File: src/verilog/pixel_pkg.sv
`default_nettype none

package pixel_pkg;

    // display geometry.
    localparam int pixel_width = 40;
    localparam int pixel_height = 32;
    localparam int bytes_per_pixel = 3;  // byte 2 red, 1 green, 0 blue.

    // derived widths.
    localparam int row_bits = $clog2(pixel_height);
    localparam int col_bits = $clog2(pixel_width);
    localparam int col_bytes = (col_bits + 7) / 8;  // little-endian bytes on the wire.
    localparam int col_byte_bits = (col_bytes > 1) ? $clog2(col_bytes) : 1;
    localparam int sel_bits = $clog2(bytes_per_pixel);

    localparam int mem_bytes = pixel_height * pixel_width * bytes_per_pixel;
    localparam int addr_bits = $clog2(mem_bytes);

    // command opcodes.
    localparam logic [7:0] op_write_pixel = 8'h01;
    localparam logic [7:0] op_clear = 8'h02;

    typedef enum logic [1:0] {
        kind_none,
        kind_write_pixel,
        kind_clear
    } cmd_kind_t;

endpackage

`default_nettype wire
File: src/verilog/mem_write_if.sv
`timescale 1ns/1ps
`default_nettype none

interface mem_write_if;

    logic                             we;
    logic [pixel_pkg::row_bits-1:0]   row;
    logic [pixel_pkg::col_bits-1:0]   column;
    logic [pixel_pkg::sel_bits-1:0]   sel;     // colour byte index.
    logic [7:0]                       data;

    modport writer (
        output we, row, column, sel, data
    );

    modport buffer (
        input we, row, column, sel, data
    );

endinterface

`default_nettype wire

File: src/verilog/cmd_write_pixel.sv
`timescale 1ns/1ps
`default_nettype none

module cmd_write_pixel (
    input  wire              clk,
    input  wire              reset,
    input  wire [7:0]        byte_data,
    input  wire              take,
    output logic             done,
    mem_write_if.writer      wr
);

    typedef enum logic [1:0] {
        st_row,
        st_column,
        st_color
    } wp_state_t;

    wp_state_t                             state;
    logic [pixel_pkg::col_byte_bits-1:0]   col_idx;   // column byte in flight.
    logic [pixel_pkg::sel_bits-1:0]        sel_cnt;
    logic [pixel_pkg::row_bits-1:0]        row_q;
    logic [pixel_pkg::col_bits-1:0]        col_q;
    logic                                  col_last;

    assign col_last = (col_idx ==
        (pixel_pkg::col_byte_bits)'(pixel_pkg::col_bytes - 1));

    assign wr.row = row_q;
    assign wr.column = col_q;

    always_ff @(posedge clk or posedge reset) begin
        if (reset) begin
            state <= st_row;
            col_idx <= '0;
            sel_cnt <= '0;
            wr.we <= 1'b0;
            done <= 1'b0;
        end else begin
            wr.we <= 1'b0;
            done <= 1'b0;
            case (state)
                st_row: begin
                    if (take) begin
                        col_idx <= '0;
                        state <= st_column;
                    end
                end
                st_column: begin
                    if (take) begin
                        if (col_last) begin
                            sel_cnt <= (pixel_pkg::sel_bits)'(pixel_pkg::bytes_per_pixel - 1);
                            state <= st_color;
                        end else begin
                            col_idx <= col_idx + 1'b1;
                        end
                    end
                end
                st_color: begin
                    if (take) begin
                        wr.we <= 1'b1;  // one write per colour byte.
                        sel_cnt <= sel_cnt - 1'b1;
                        if (sel_cnt == '0) begin
                            done <= 1'b1;
                            state <= st_row;
                        end
                    end
                end
                default: state <= st_row;
            endcase
        end
    end

    always_ff @(posedge clk) begin
        if (take) begin
            case (state)
                st_row: begin
                    row_q <= byte_data[pixel_pkg::row_bits-1:0];  // high bits ignored.
                end
                st_column: begin
                    // little endian, so byte n fills bits 8n and up.
                    for (int b = 0; b < pixel_pkg::col_bits; b++) begin
                        if (b / 8 == int'(col_idx)) begin
                            col_q[b] <= byte_data[b % 8];
                        end
                    end
                end
                st_color: begin
                    wr.sel <= sel_cnt;
                    wr.data <= byte_data;
                end
                default: ;
            endcase
        end
    end

    // only the final write of a command may fall outside the colour phase.
    a_we_in_color: assert property (@(posedge clk) disable iff (reset)
        wr.we |-> (state == st_color) || done);

endmodule

`default_nettype wire

File: src/flat_wrapper.sv
// flat-port wrapper written by rule: the top's interface ports become plain ports
module cmd_write_pixel_flat 
  (clk, reset, byte_data, take, done, wr_we, wr_row, wr_column, wr_sel, wr_data);
  mem_write_if wr_i ();
  input  wire clk;
  input  wire reset;
  input  wire [7:0] byte_data;
  input  wire take;
  output logic done;
  output wire logic [$bits(wr_i.we)-1:0] wr_we;
  output wire logic [$bits(wr_i.row)-1:0] wr_row;
  output wire logic [$bits(wr_i.column)-1:0] wr_column;
  output wire logic [$bits(wr_i.sel)-1:0] wr_sel;
  output wire logic [$bits(wr_i.data)-1:0] wr_data;
  assign wr_we = wr_i.we;
  assign wr_row = wr_i.row;
  assign wr_column = wr_i.column;
  assign wr_sel = wr_i.sel;
  assign wr_data = wr_i.data;
  cmd_write_pixel u_core (.clk(clk), .reset(reset), .byte_data(byte_data), .take(take), .done(done), .wr(wr_i));
endmodule
File: config.mk
export PLATFORM = sky130hd
export DESIGN_NAME = cmd_write_pixel_flat
export DESIGN_NICKNAME = d
export VERILOG_FILES = /design/src/verilog/pixel_pkg.sv /design/src/verilog/mem_write_if.sv /design/src/verilog/cmd_write_pixel.sv /design/src/flat_wrapper.sv
export SDC_FILE = /design/constraint.sdc
export NUM_CORES = 1
export LEC_CHECK = 0
export BUFFER_PORTS_ARGS = -buffer_cell sky130_fd_sc_hd__buf_2
export CAP_MARGIN = 25
export CORE_MARGIN = 1.5
export CORE_UTILIZATION = 40
export CTS_BUF_LIST = sky130_fd_sc_hd__clkbuf_8
export DETAILED_ROUTE_END_ITERATION = 10
export GPL_TIMING_DRIVEN = 0
export PLACE_DENSITY = 0.75
export SYNTH_ARGS = -nofsm -noshare
export SYNTH_HDL_FRONTEND = slang
export SYNTH_SLANG_ARGS = --single-unit
File: constraint.sdc
create_clock -name clk -period 2.88 [get_ports clk]
set_input_delay 0.432 -clock clk [delete_from_list [all_inputs] [get_ports clk]]
set_output_delay 0.432 -clock clk [all_outputs]
set_load 0.01 [all_outputs]
# Yosys cells after proc, flatten, opt, wreduce, memory -nomap -nowiden
# Index checks and enable logic that the tools add are counted.
# totals
input_bits,11
register_bits,28
# classes
n_mux,17
n_addsub,2
bitwise_logic,1
eq_ne,7
reduce_logical,10
# ops
operator,count
$mux 2,6
$mux 1,8
$ne 2x2->1 const B,4
$pmux 2 s3,1
$reduce_and 3->1,2
$reduce_and 5->1,1
$logic_not 2->1,2
$pmux 2 s2,1
$reduce_and 2->1,2
$reduce_and 4->1,1
$reduce_bool 2->1,2
$eq 2x1->1 const B,1
$eq 2x2->1 const B,1
$ne 2x1->1 const B,1
$pmux 1 s2,1
$sub 2x1->2 const B,1
$add 1x1->1 const B,1
$not 1->1,1

# Logic depth before layout (Yosys ltp)
# depth
ltp_word,4
ltp_mapped,5
depth_no_buf,5

# Worst setup path after synthesis
# OpenSTA, ideal clock, no wires.
# synth_timing
path_type,reg2reg
from,register u_core.state[0]
to,register u_core.state[0]
t_required_ns,2.755
setup_slack_ns,1.470
arrival_time_ns,1.285
stages_incl_launch_ff,6
period_less_slack_ns,1.410
cell_sequence,dfrtp_1 inv_1 ha_1 nand2b_1 a21oi_2 mux2_2
# synth_between
elab_chain_cells,3
elab_cells_between_ends,10
# synth_rtl
item,line,rtl
start: declaration,cmd_write_pixel.sv:19,wp_state_t state;
start signal: assignment,cmd_write_pixel.sv:34,state <= st_row;
start signal: assignment,cmd_write_pixel.sv:46,state <= st_column;
start signal: assignment,cmd_write_pixel.sv:53,state <= st_color;
$eq 2x1->1 (tied with other cells),cmd_write_pixel.sv:42,case (state)
$ne 2x2->1 (no source line) or $ne 2x1->1 (tied branches),--,
$reduce_and 5->1 (no source line),--,
# Parallel ways exist; a longest one is shown, timed or not.
# A chain may end at the register's enable or synchronous reset.

# Worst setup path after layout
# layout_timing
from,register u_core.state[0]
to,register u_core.state[1]
# Same word-level chain as after synthesis.

==> flow_summary.ini <==
[clock_tree]
post_cts_buffers = 0
cts-root-buf = clkbuf_8
ctsResizeCount = 0
htree_levels = 1
clk_pin_slew_ns = 0.08
hold_buffers = 0
cts.sinks = 27
worstSkewPairLatency_ns = 0.26
cts.path.max_buffers = 2
cts_inserted_buffers = 3
cts_tree = done

[floorplanning]
core_um2 = 2430
die_w_um = 53.2
rows = 18
io_pins = 34
start_util = 0.414
die-area_um2 = 2830
dieHeight_um = 53.2

[finish]
multiInputGateArea_um2 = 203
filler_cell_count = 216
syn2layout_area_growth_pct = 24.2
seqCellArea_um2 = 781
fin_area_um2 = 1250
drive_gt1_frac = 0.473
fin_nets = 111
n_antenna_cell = 0

[timing]
slew_violations = 0
rsz0062_at_grt = false
relSlewSlack = 0.823
min_period_ns = 1.56
max_slew.worst_pin.slew_ns = 0.265
finalSetupViolations = 0
setup_tns_ns = 0
finalHoldViolations = 0
finClkSkew_ns = 0.00465
post-route-period-util = 0.541
fmax_ghz = 0.642

[outcome]
status = completed

[route]
via_count = 559
wl_mm = 1.47
drc = 0
ant_nets = 0
first_iter_violations = 5
drtPass1Iterations = 4
via_per_inst = 4.54
wl_per_cell_um = 11.9

[pwr]
ir_drop_uv = 380
p_int_uw = 727
power.density_nw_per_um2 = 817
seq_power_share = 0.523
power_frac_clock = 0.195
switching_share = 0.288
p_sw_uw = 294
leakage_uw = 0.000543
comb_power_share = 0.282

[global_route]
grt_max_degree = 16
antenna_found_initial = 0
first_global_vias = 527
grt_overflow = 0
grt.total_usage = 0.115
grt_pass1_wl_mm = 2.23

[setup_path]
crit_type = reg -> reg
cp_data_arrival_time_ns = 1.71
crit_required_ns = 3.03
endpoint_kind = flip-flop
cp-start-kind = flip-flop
path_max_fanout = 6

[flow_run]
drv_cap = 0

[synthesis]
syn_area_um2 = 1010
ys_seq_area_frac = 0.775
ys_warn_count = 0
yosysUniqueCellTypes = 17
syn_area_per_cell_um2 = 17.7
synth_fp_nets = 74
ys_seq_elements = 27
syn_inst = 57

[place]
place_area_um2 = 1200
port_buffers = 32
hpwl_mm = 1.19
gp_congestion = 0.751

[worst_hold_path]
hold_path.class = in -> async
-- power by group through the flow --
stage | clock network, uW | registers (uW) | logic (uW)
global placement | 0 | 541 | 281
CTS | 211 | 535 | 293
floorplan | 0 | 567 | 177
finish | 200 | 534 | 288
detailed placement | 0 | 545 | 291
global route | 228 | 542 | 324
-- final cells by class --
cell class,instances,share of cell area
Sequential cell,27,0.624
Multi-Input combinational cell,24,0.162
Timing Repair Buffer,32,0.128
Clock buffer,3,0.0330
Tap cell,30,0.0300
Inverter,5,0.0150
Clock inverter,1,0.00400
Buffer,1,0.00400
-- critical path, stage by stage, from the launching register on --
cell,delay [ns]
dfrtp_1,0.41
inv_1,0.12
ha_1,0.29
nand2b_1,0.10
a21oi_2,0.18
mux2_2,0.35
-- state kept, by name (all words and copies together) (netlist names) --
signal and count:
u_core.wr.sel 2, u_core.wr.row 5, u_core.sel_cnt 2, u_core.wr.data 8
u_core.wr.we 1, u_core.wr.column 6, u_core.state 2, u_core.done 1
-- stage by stage --
stage	cells	total power (uW)	hold slack, ns	utilization	worst slack (ns)
2_1_floorplan	57	743	0.223	-	1.47
3_3_place_gp	119	822	0.368	0.495	1.35
3_5_place_dp	119	836	0.365	0.495	1.33
4_1_cts	123	1040	0.0670	0.514	1.32
5_1_grt	123	1090	0.0668	0.514	1.26
6_report	123	1020	0.0640	0.514	1.32
-- cell usage after synthesis --
library cell,n,area (um2)
dfrtp_1,6,150
nor3_2,1,10.0
nand2b_1,2,12.5
and3_2,1,7.51
inv_1,5,18.8
o21ai_0,2,10.0
edfxtp_1,21,631
nand3_1,1,5.00
and2_2,1,7.51
a21oi_1,3,15.0
a21o_2,1,8.76
nand3b_1,1,7.51
clkbuf_2,1,5.00
ha_1,6,75.1
a21oi_2,1,8.76
and2_1,2,12.5
mux2_2,2,22.5
-- cell families (layout without fill, tap and decap cells) --
group,Yosys count,in the layout,share of synthesized area
flip-flops,27,27,0.775
buffers and inverters,6,42,0.0236
adder cells (fa/ha/maj),6,6,0.0745
multiplexers,2,2,0.0224
AO/OA/AOI/OAI,7,7,0.0422
AND/OR/NAND/NOR,9,9,0.0621
-- cells in the final DEF, fill, tap and decap left out --
cell type,synthesis,final
dfrtp_1,6,6
clkbuf_8,0,3
and3_2,1,1
o21ai_0,2,2
nor3_2,1,1
clkbuf_2,1,1
ha_1,6,6
and2_1,2,2
a21o_2,1,1
a21oi_2,1,1
nand3_1,1,1
and2_2,1,1
buf_2,0,32
clkinv_2,0,1
mux2_2,2,2
a21oi_1,3,3
nand3b_1,1,1
inv_1,5,5
nand2b_1,2,2
edfxtp_1,21,21
-- worst paths after layout --
path | slack [ns] | cells after the start | from | to
min | 0.06 | 2 | reset | u_core.sel_cnt[1]
max in group asynchronous | 2.62 | 2 | reset | u_core.state[1]
max reg2reg | 1.32 | 5 | u_core.state[0] | u_core.state[1]
min reg2reg | 0.47 | 0 | u_core.sel_cnt[0] | u_core.wr.sel[0]
max | 1.32 | 5 | u_core.state[0] | u_core.state[1]
min in group clk | 0.34 | 1 | byte_data[6] | u_core.wr.data[6]
-- layer usage --
layer / vias to the layer above / global-route usage / routed length (um)
met1: 258 / 0.115 / 506
met3: 4 / 0.0339 / 123
li1: 272 / - / -
met4: 0 / 0.0641 / 26
met2: 25 / 0.208 / 809
met5: - / 0 / 0
(Power assumes the default switching activity.)
