File: src/verilog/pixel_pkg.sv
`default_nettype none

package pixel_pkg;

    // display geometry.
    localparam int pixel_width = 40;
    localparam int pixel_height = 32;
    localparam int bytes_per_pixel = 3;  // byte 2 red, 1 green, 0 blue.

    // derived widths.
    localparam int row_bits = $clog2(pixel_height);
    localparam int col_bits = $clog2(pixel_width);
    localparam int col_bytes = (col_bits + 7) / 8;  // little-endian bytes on the wire.
    localparam int col_byte_bits = (col_bytes > 1) ? $clog2(col_bytes) : 1;
    localparam int sel_bits = $clog2(bytes_per_pixel);

    localparam int mem_bytes = pixel_height * pixel_width * bytes_per_pixel;
    localparam int addr_bits = $clog2(mem_bytes);

    // command opcodes.
    localparam logic [7:0] op_write_pixel = 8'h01;
    localparam logic [7:0] op_clear = 8'h02;

    typedef enum logic [1:0] {
        kind_none,
        kind_write_pixel,
        kind_clear
    } cmd_kind_t;

endpackage

`default_nettype wire
File: src/verilog/mem_write_if.sv
`timescale 1ns/1ps
`default_nettype none

interface mem_write_if;

    logic                             we;
    logic [pixel_pkg::row_bits-1:0]   row;
    logic [pixel_pkg::col_bits-1:0]   column;
    logic [pixel_pkg::sel_bits-1:0]   sel;     // colour byte index.
    logic [7:0]                       data;

    modport writer (
        output we, row, column, sel, data
    );

    modport buffer (
        input we, row, column, sel, data
    );

endinterface

`default_nettype wire

File: src/verilog/cmd_dispatch.sv
`timescale 1ns/1ps
`default_nettype none

module cmd_dispatch (
    input  wire              clk,
    input  wire              reset,
    input  wire [7:0]        in_data,
    input  wire              in_valid,
    input  wire              wp_done,
    input  wire              clr_done,
    input  wire              clr_busy,
    output logic             in_ready,
    output logic [7:0]       byte_data,
    output logic             wp_take,
    output logic             clr_take,
    output logic             cmd_done,
    output logic             cmd_error,
    mem_write_if.buffer      wp_wr,
    mem_write_if.buffer      clr_wr,
    mem_write_if.writer      buf_wr
);

    pixel_pkg::cmd_kind_t state;
    pixel_pkg::cmd_kind_t cur_kind;
    logic                 accept;
    logic                 handler_done;
    logic                 use_clr;

    assign in_ready = !clr_busy;  // only a clear sweep stalls the host.
    assign accept = in_valid && in_ready;
    assign byte_data = in_data;

    assign handler_done = (state == pixel_pkg::kind_write_pixel && wp_done) ||
                          (state == pixel_pkg::kind_clear && clr_done);

    // a byte arriving with the done pulse is already the next opcode.
    assign cur_kind = handler_done ? pixel_pkg::kind_none : state;

    assign wp_take = accept && (cur_kind == pixel_pkg::kind_write_pixel);
    assign clr_take = accept && (cur_kind == pixel_pkg::kind_clear);
    assign cmd_done = handler_done;

    always_ff @(posedge clk or posedge reset) begin
        if (reset) begin
            state <= pixel_pkg::kind_none;
            cmd_error <= 1'b0;
        end else begin
            cmd_error <= 1'b0;
            if (cur_kind == pixel_pkg::kind_none) begin
                state <= pixel_pkg::kind_none;
                if (accept) begin
                    case (in_data)
                        pixel_pkg::op_write_pixel: state <= pixel_pkg::kind_write_pixel;
                        pixel_pkg::op_clear:       state <= pixel_pkg::kind_clear;
                        default:                   cmd_error <= 1'b1;  // opcode dropped.
                    endcase
                end
            end
        end
    end

    // the last write of a command still lands while state holds the handler.
    assign use_clr = (state == pixel_pkg::kind_clear);

    assign buf_wr.we = use_clr ? clr_wr.we
                               : (state == pixel_pkg::kind_write_pixel) && wp_wr.we;
    assign buf_wr.row = use_clr ? clr_wr.row : wp_wr.row;
    assign buf_wr.column = use_clr ? clr_wr.column : wp_wr.column;
    assign buf_wr.sel = use_clr ? clr_wr.sel : wp_wr.sel;
    assign buf_wr.data = use_clr ? clr_wr.data : wp_wr.data;

    a_no_write_idle: assert property (@(posedge clk) disable iff (reset)
        (state == pixel_pkg::kind_none) |-> !(wp_wr.we || clr_wr.we));

    a_one_writer: assert property (@(posedge clk) disable iff (reset)
        $onehot0({wp_wr.we, clr_wr.we}));

endmodule

`default_nettype wire

File: src/flat_wrapper.sv
// flat-port wrapper written by rule: the top's interface ports become plain ports
module cmd_dispatch_flat 
  (clk, reset, in_data, in_valid, wp_done, clr_done, clr_busy, in_ready, byte_data, wp_take, clr_take, cmd_done, cmd_error, wp_wr_we, wp_wr_row, wp_wr_column, wp_wr_sel, wp_wr_data, clr_wr_we, clr_wr_row, clr_wr_column, clr_wr_sel, clr_wr_data, buf_wr_we, buf_wr_row, buf_wr_column, buf_wr_sel, buf_wr_data);
  mem_write_if wp_wr_i ();
  mem_write_if clr_wr_i ();
  mem_write_if buf_wr_i ();
  input  wire clk;
  input  wire reset;
  input  wire [7:0] in_data;
  input  wire in_valid;
  input  wire wp_done;
  input  wire clr_done;
  input  wire clr_busy;
  output logic in_ready;
  output logic [7:0] byte_data;
  output logic wp_take;
  output logic clr_take;
  output logic cmd_done;
  output logic cmd_error;
  input wire logic [$bits(wp_wr_i.we)-1:0] wp_wr_we;
  input wire logic [$bits(wp_wr_i.row)-1:0] wp_wr_row;
  input wire logic [$bits(wp_wr_i.column)-1:0] wp_wr_column;
  input wire logic [$bits(wp_wr_i.sel)-1:0] wp_wr_sel;
  input wire logic [$bits(wp_wr_i.data)-1:0] wp_wr_data;
  input wire logic [$bits(clr_wr_i.we)-1:0] clr_wr_we;
  input wire logic [$bits(clr_wr_i.row)-1:0] clr_wr_row;
  input wire logic [$bits(clr_wr_i.column)-1:0] clr_wr_column;
  input wire logic [$bits(clr_wr_i.sel)-1:0] clr_wr_sel;
  input wire logic [$bits(clr_wr_i.data)-1:0] clr_wr_data;
  output wire logic [$bits(buf_wr_i.we)-1:0] buf_wr_we;
  output wire logic [$bits(buf_wr_i.row)-1:0] buf_wr_row;
  output wire logic [$bits(buf_wr_i.column)-1:0] buf_wr_column;
  output wire logic [$bits(buf_wr_i.sel)-1:0] buf_wr_sel;
  output wire logic [$bits(buf_wr_i.data)-1:0] buf_wr_data;
  assign wp_wr_i.we = wp_wr_we;
  assign wp_wr_i.row = wp_wr_row;
  assign wp_wr_i.column = wp_wr_column;
  assign wp_wr_i.sel = wp_wr_sel;
  assign wp_wr_i.data = wp_wr_data;
  assign clr_wr_i.we = clr_wr_we;
  assign clr_wr_i.row = clr_wr_row;
  assign clr_wr_i.column = clr_wr_column;
  assign clr_wr_i.sel = clr_wr_sel;
  assign clr_wr_i.data = clr_wr_data;
  assign buf_wr_we = buf_wr_i.we;
  assign buf_wr_row = buf_wr_i.row;
  assign buf_wr_column = buf_wr_i.column;
  assign buf_wr_sel = buf_wr_i.sel;
  assign buf_wr_data = buf_wr_i.data;
  cmd_dispatch u_core (.clk(clk), .reset(reset), .in_data(in_data), .in_valid(in_valid), .wp_done(wp_done), .clr_done(clr_done), .clr_busy(clr_busy), .in_ready(in_ready), .byte_data(byte_data), .wp_take(wp_take), .clr_take(clr_take), .cmd_done(cmd_done), .cmd_error(cmd_error), .wp_wr(wp_wr_i), .clr_wr(clr_wr_i), .buf_wr(buf_wr_i));
endmodule
File: config.mk
export PLATFORM = sky130hd
export DESIGN_NAME = cmd_dispatch_flat
export DESIGN_NICKNAME = d
export VERILOG_FILES = /design/src/verilog/pixel_pkg.sv /design/src/verilog/mem_write_if.sv /design/src/verilog/cmd_dispatch.sv /design/src/flat_wrapper.sv
export SDC_FILE = /design/constraint.sdc
export NUM_CORES = 1
export LEC_CHECK = 0
export BUFFER_PORTS_ARGS = -buffer_cell sky130_fd_sc_hd__buf_2
export CORE_MARGIN = 2
export CORE_UTILIZATION = 33
export CTS_CLUSTER_DIAMETER = 30
export DETAILED_ROUTE_END_ITERATION = 6
export PLACE_DENSITY = 0.86
export SLEW_MARGIN = 20
export SYNTH_ARGS = -nofsm -noshare
export SYNTH_HDL_FRONTEND = slang
export SYNTH_SLANG_ARGS = --single-unit
File: constraint.sdc
create_clock -name clk -period 3.52 [get_ports clk]
set_input_delay 0.88 -clock clk [delete_from_list [all_inputs] [get_ports clk]]
set_output_delay 0.88 -clock clk [all_outputs]
set_load 0.01 [all_outputs]
After elaboration in Yosys (flattened, before gate mapping)
Cells that the tools add are included.

Register bits after elaboration: 3. Bits of input ports: 58. Output and inout bits: 35.

Eq/ne operators: 6. Muxes and demuxes: 11. Reductions and logical operators: 10.

Operators by type and width (number): 8-bit by 1-bit equality test with 1-bit output, second input constant (1); 8-bit by 2-bit equality test with 1-bit output, second input constant (1); 8-bit 2-to-1 mux (1); 1-bit logical AND (6); 2-bit 2-to-1 mux (3); 6-bit 2-to-1 mux (1); 5-bit 2-to-1 mux (1); 2-bit by 1-bit equality test with 1-bit output, second input constant (2); 2-bit equality test, second input constant (2); 1-bit 2-to-1 mux (4); 2-bit case mux with 2 select lines (1); 2-bit logical NOT (1); 2-bit OR reduction (1); 1-bit logical NOT (1); 1-bit logical OR (1).

Longest topological paths before layout
Word-level depth: 6. Depth in mapped cells: 5. Depth with buffers taken out: 3.

Worst setup path before layout
No wires, ideal clock.

Path kind: input port to output port. From: input wp_done. To: output wp_take. Arrival time: 1.432 ns. Required time: 2.640 ns. Path slack: 1.208 ns. Stages on the path: 2. Path through: or2b_1 > nor3b_1.

Cells in the longest elaborated chain, start to end: 5.

Ends and longest elaborated chain: from (decl) (line flat_wrapper.sv:11) `input wire wp_done;`; 1-bit logical AND (line cmd_dispatch.sv:33) `assign handler_done = (state == pixel_pkg::kind_write_pixel && wp_done) ||`; 1-bit logical OR (line cmd_dispatch.sv:33); 2-bit 2-to-1 mux (line cmd_dispatch.sv:37) `assign cur_kind = handler_done ? pixel_pkg::kind_none : state;`; 2-bit by 1-bit equality test with 1-bit output (line cmd_dispatch.sv:39) `assign wp_take = accept && (cur_kind == pixel_pkg::kind_write_pixel);`; 1-bit logical AND (line cmd_dispatch.sv:39); to (decl) (line flat_wrapper.sv:16) `output logic wp_take;`.

No other way between the ends.

Worst setup path in the final report
From: register u_core.state[1]. To: output buf_wr_data[4].

Cells in the longest elaborated chain, start to end: 2.

Ends and longest elaborated chain: from (decl) (line cmd_dispatch.sv:23) `pixel_pkg::cmd_kind_t state;`; from (signal assigned) (line cmd_dispatch.sv:45) `state <= pixel_pkg::kind_none;`; from (signal assigned) (line cmd_dispatch.sv:50) `state <= pixel_pkg::kind_none;`; from (signal assigned) (line cmd_dispatch.sv:53) `pixel_pkg::op_write_pixel: state <= pixel_pkg::kind_write_pixel;`; 2-bit equality test (line cmd_dispatch.sv:63) `assign use_clr = (state == pixel_pkg::kind_clear);`; 8-bit 2-to-1 mux (line cmd_dispatch.sv:70) `assign buf_wr.data = use_clr ? clr_wr.data : wp_wr.data;`; to (decl) (line flat_wrapper.sv:34) `output wire logic [$bits(buf_wr_i.data)-1:0] buf_wr_data;`.

No other way between the ends.

==> impl_results.html <==
<table>
<tr><th>Metric</th><th>Value</th></tr>
<tr><th colspan="2">Run</th></tr>
<tr><td>Max Cap Viol</td><td>0</td></tr>
<tr><th colspan="2">Final layout</th></tr>
<tr><td>Total inserted antenna cells</td><td>0</td></tr>
<tr><td>Post-layout nets</td><td>207</td></tr>
<tr><td>Layout area overhead</td><td>61.1%</td></tr>
<tr><td>Fill cell total of the finished layout</td><td>182</td></tr>
<tr><td>Core utilization of the finished layout</td><td>0.555</td></tr>
<tr><td>Share of post-route cells with drive strength above 1</td><td>0.811</td></tr>
<tr><td>Final design instance area without fill</td><td>1080 um2</td></tr>
<tr><th colspan="2">CTS</th></tr>
<tr><td>Buffer count from post-CTS setup fixing</td><td>0</td></tr>
<tr><td>Clock latency on the worst-skew pair</td><td>0.24 ns</td></tr>
<tr><td>Maximum buffer depth of the clock tree</td><td>2</td></tr>
<tr><td>Clock-pin slew reported for the worst setup and hold paths after clock tree synthesis</td><td>roughly 0.04 ns</td></tr>
<tr><td>Clock sinks</td><td>3</td></tr>
<tr><td>Post-cts resize count</td><td>0</td></tr>
<tr><td>Clock tree from TritonCTS</td><td>built</td></tr>
<tr><td>Htree depth</td><td>1</td></tr>
<tr><td>CTS root buf</td><td>sky130_fd_sc_hd__clkbuf_4</td></tr>
<tr><td>Number of buffers inserted during clock tree synthesis</td><td>3</td></tr>
<tr><td>Hold Buf Count CTS</td><td>0</td></tr>
<tr><th colspan="2">Synth</th></tr>
<tr><td>Flops &amp; latches, synth</td><td>3</td></tr>
<tr><td>Post-Synthesis Net Count</td><td>121</td></tr>
<tr><td>Number of synthesized flops with an enable pin</td><td>0</td></tr>
<tr><td>Cell with the most instances after synthesis</td><td>sky130_fd_sc_hd__mux2_4</td></tr>
<tr><td>Sequential-to-total area share from yosys stat</td><td>0.112</td></tr>
<tr><td>Top-area cell type share of the netlist area</td><td>0.404</td></tr>
<tr><td>Post-Synthesis Cell Area</td><td>669 um2</td></tr>
<tr><td>Top cell type by total area after synthesis</td><td>sky130_fd_sc_hd__mux2_4</td></tr>
<tr><td>Syn Area/Cell</td><td>10.6 um2</td></tr>
<tr><td>Share of flip-flops with an asynchronous set or reset</td><td>1.00</td></tr>
<tr><td>Ys flop type</td><td>sky130_fd_sc_hd__dfrtp_1</td></tr>
<tr><td>Cell types with the largest area share after synthesis</td><td>sky130_fd_sc_hd__mux2_4 (40%), sky130_fd_sc_hd__dfrtp_1 (11%), sky130_fd_sc_hd__buf_4 (9.0%), sky130_fd_sc_hd__buf_12 (6.0%), sky130_fd_sc_hd__mux2_2 (5.0%)</td></tr>
<tr><td>Synth top cells by count</td><td>sky130_fd_sc_hd__mux2_4 (18), sky130_fd_sc_hd__buf_4 (8), sky130_fd_sc_hd__inv_1 (5), sky130_fd_sc_hd__o21ai_0 (5)</td></tr>
<tr><td>Gate Count Post-Synth</td><td>63</td></tr>
<tr><td>Post-synthesis cell type count</td><td>23</td></tr>
<tr><td>Count of yosys warnings during synthesis</td><td>0</td></tr>
<tr><th colspan="2">Timing</th></tr>
<tr><td>Setup violations, final</td><td>0</td></tr>
<tr><td>Post-route minimum period</td><td>about 2.8 ns</td></tr>
<tr><td>Max Freq</td><td>between 0.3 and 0.4 GHz</td></tr>
<tr><td>Setup repair after global routing missed its margin</td><td>no</td></tr>
<tr><td>Max-Slew Margin vs Limit</td><td>0.479</td></tr>
<tr><td>Final clock skew</td><td>0.00127 ns</td></tr>
<tr><td>Final hold violation count</td><td>0</td></tr>
<tr><td>Final period util</td><td>0.805</td></tr>
<tr><td>Transition time at the pin with the least slew margin</td><td>0.780 ns</td></tr>
<tr><td>Number of max-slew violations in the final report</td><td>0</td></tr>
<tr><td>Slack of the critical path</td><td>around 0.69 ns</td></tr>
<tr><td>Post-Route Setup TNS</td><td>0 ns</td></tr>
<tr><th colspan="2">Routing</th></tr>
<tr><td>Number of remaining DRC errors</td><td>0</td></tr>
<tr><td>Wire per inst</td><td>11.1 um</td></tr>
<tr><td>Post-detailed-routing wire length</td><td>1.94 mm</td></tr>
<tr><td>DRC marker count from the first detailed-route iteration</td><td>8</td></tr>
<tr><td>Remaining antenna violation count</td><td>0</td></tr>
<tr><td>Detail-routed via count per cell</td><td>~4.5</td></tr>
<tr><td>Number of iterations in the first detailed-routing pass</td><td>4</td></tr>
<tr><td>Vias after detailed routing</td><td>784</td></tr>
<tr><th colspan="2">Setup path</th></tr>
<tr><td>Arrival time worst endpoint</td><td>1.95 ns</td></tr>
<tr><td>Setup CP Type</td><td>reg2out</td></tr>
<tr><td>Cells along the critical path</td><td>nor2b_4 &gt; mux2_2 &gt; buf_2</td></tr>
<tr><td>CP delay by family, top</td><td>simple AND/OR/NAND/NOR gates</td></tr>
<tr><td>Worst R2R Start</td><td>u_core.state[1]</td></tr>
<tr><td>R2R Path End</td><td>u_core.state[0]</td></tr>
<tr><td>Max Fanout on Critical Path</td><td>24</td></tr>
<tr><td>Critical path required time</td><td>2.64 ns</td></tr>
<tr><td>Slack of the worst reg-to-reg path</td><td>1.91 ns</td></tr>
<tr><td>Count of cells along the worst register-to-register path</td><td>3</td></tr>
<tr><td>Type of element launching the critical path</td><td>register</td></tr>
<tr><td>CP endpoint kind</td><td>output port</td></tr>
<tr><td>Slowest Stage Delay on Critical Path</td><td>0.70 ns</td></tr>
<tr><td>CP Buf/Inv Count</td><td>1</td></tr>
<tr><td>Slowest stage cell on the critical path</td><td>sky130_fd_sc_hd__nor2b_4</td></tr>
<tr><th colspan="2">Floorplan</th></tr>
<tr><td>Core outline area</td><td>approximately 2000 um2</td></tr>
<tr><td>Height of the chip</td><td>roughly 49 um</td></tr>
<tr><td>Overall die area</td><td>2400 um2</td></tr>
<tr><td>Total I/O pin count</td><td>93</td></tr>
<tr><td>Initial standard-cell utilization of the core</td><td>0.345</td></tr>
<tr><td>Width of the die</td><td>49.0 um</td></tr>
<tr><td>Standard-cell rows</td><td>16</td></tr>
<tr><th colspan="2">GRT</th></tr>
<tr><td>Global-route track usage on met1</td><td>0.160</td></tr>
<tr><td>Global routing usage on met3</td><td>0.0583</td></tr>
<tr><td>Vias in the first global route</td><td>approximately 670</td></tr>
<tr><td>Met2 global-route usage</td><td>0.279</td></tr>
<tr><td>Number of antenna violations at the first check in global routing</td><td>0</td></tr>
<tr><td>Global-route wire length before repair</td><td>2.88 mm</td></tr>
<tr><td>Overall fraction of global-route tracks in use</td><td>0.152</td></tr>
<tr><td>Global routing's busiest layer</td><td>met2</td></tr>
<tr><td>Largest net degree at the start of global routing</td><td>25</td></tr>
<tr><td>Global route total overflow</td><td>0</td></tr>
<tr><th colspan="2">Outcome</th></tr>
<tr><td>Status</td><td>complete, no violations</td></tr>
<tr><th colspan="2">Place</th></tr>
<tr><td>Detailed placement HPWL</td><td>1.75 mm</td></tr>
<tr><td>Placement Setup Slack</td><td>0.935 ns</td></tr>
<tr><td>Placed inst area</td><td>1050 um2</td></tr>
<tr><td>Routability-driven placement congestion ratio</td><td>0.729</td></tr>
<tr><td>Number of buffers inserted by port buffering</td><td>92</td></tr>
<tr><th colspan="2">Hold path</th></tr>
<tr><td>Classification of the worst-slack hold path</td><td>in2async</td></tr>
<tr><th colspan="2">Pwr</th></tr>
<tr><td>Max IR drop VDD</td><td>0.166 mV</td></tr>
<tr><td>Lkg Pwr</td><td>between 0.6 and 0.7 nW</td></tr>
<tr><td>Final Power</td><td>approximately 0.18 mW</td></tr>
<tr><td>Total power per unit cell area</td><td>171 nW/um2</td></tr>
</table>
-- worst max path at each step --
| stage | startpoint | to | slack (ns) | cells past startpoint |
|---|---|---|---|---|
| floorplan | wp_done | wp_take | 1.21 | 2 |
| global placement | u_core.state[1] | buf_wr_data[4] | 1.0 | 3 |
| detailed placement | u_core.state[1] | buf_wr_data[4] | 0.94 | 3 |
| CTS | u_core.state[1] | buf_wr_data[4] | 0.68 | 3 |
| global route | u_core.state[1] | buf_wr_data[4] | 0.56 | 3 |
| finish | u_core.state[1] | buf_wr_data[4] | 0.69 | 3 |
-- power breakdown --
part	total, mW	internal, mW	switching (mW)
Clock	0.0634	0.0427	0.0207
Combinational	0.0854	0.0518	0.0336
Sequential	0.0356	0.0353	0.000242
Total	0.184	0.130	0.0545
-- state kept, by name, indices dropped and copies added (netlist names) --
name,count
u_core.cmd_error,1
u_core.state,2
-- area by class of cell --
cell class / count / area, um2 / area share
timing repair buffer: 92 / 460 / 0.427
tap: 27 / 33.8 / 0.0313
sequential: 3 / 75.1 / 0.0696
clock buffer: 4 / 26.3 / 0.0244
multi-input combinational: 44 / 464 / 0.430
inverter: 5 / 18.8 / 0.0174
-- per-layer routing --
layer / vias to the layer above / wire [um]
met1: 336 / 693
met5: - / 0
met2: 64 / 950
met3: 2 / 276
met4: 0 / 17
li1: 382 / -
-- logic make-up after synthesis --
logic type      synth area share
simple gates               0.153
compound gates            0.0729
xor+xnor                  0.0131
mux                        0.454
flops                      0.112
buf+inv                    0.194
-- layout by cell type (no fill, tap or decap), drive strengths merged --
cell,instances
buf,92
mux2,21
inv,5
o21ai,5
clkbuf,4
nand2,3
dfrtp,3
nand3,2
nor2b,2
or2b,1
o211ai,1
nor4,1
nor2,1
nand3b,1
and3,1
nor3b,1
xor2,1
and4,1
and2,1
o41ai,1
-- through the flow --
step                cells  hold slack (ns)
floorplan              63            0.602
global placement      171            0.674
detailed placement    171            0.685
CTS                   175            0.503
global route          175            0.509
finish                175            0.498
-- worst register-to-register path, cell delays in order (launching register included) --
cell	delay [ns]
sky130_fd_sc_hd__dfrtp_1	0.45
sky130_fd_sc_hd__nor2b_4	0.70
sky130_fd_sc_hd__and2_2	0.28
sky130_fd_sc_hd__o41ai_2	0.06
Power figures use the tool's default switching activity.
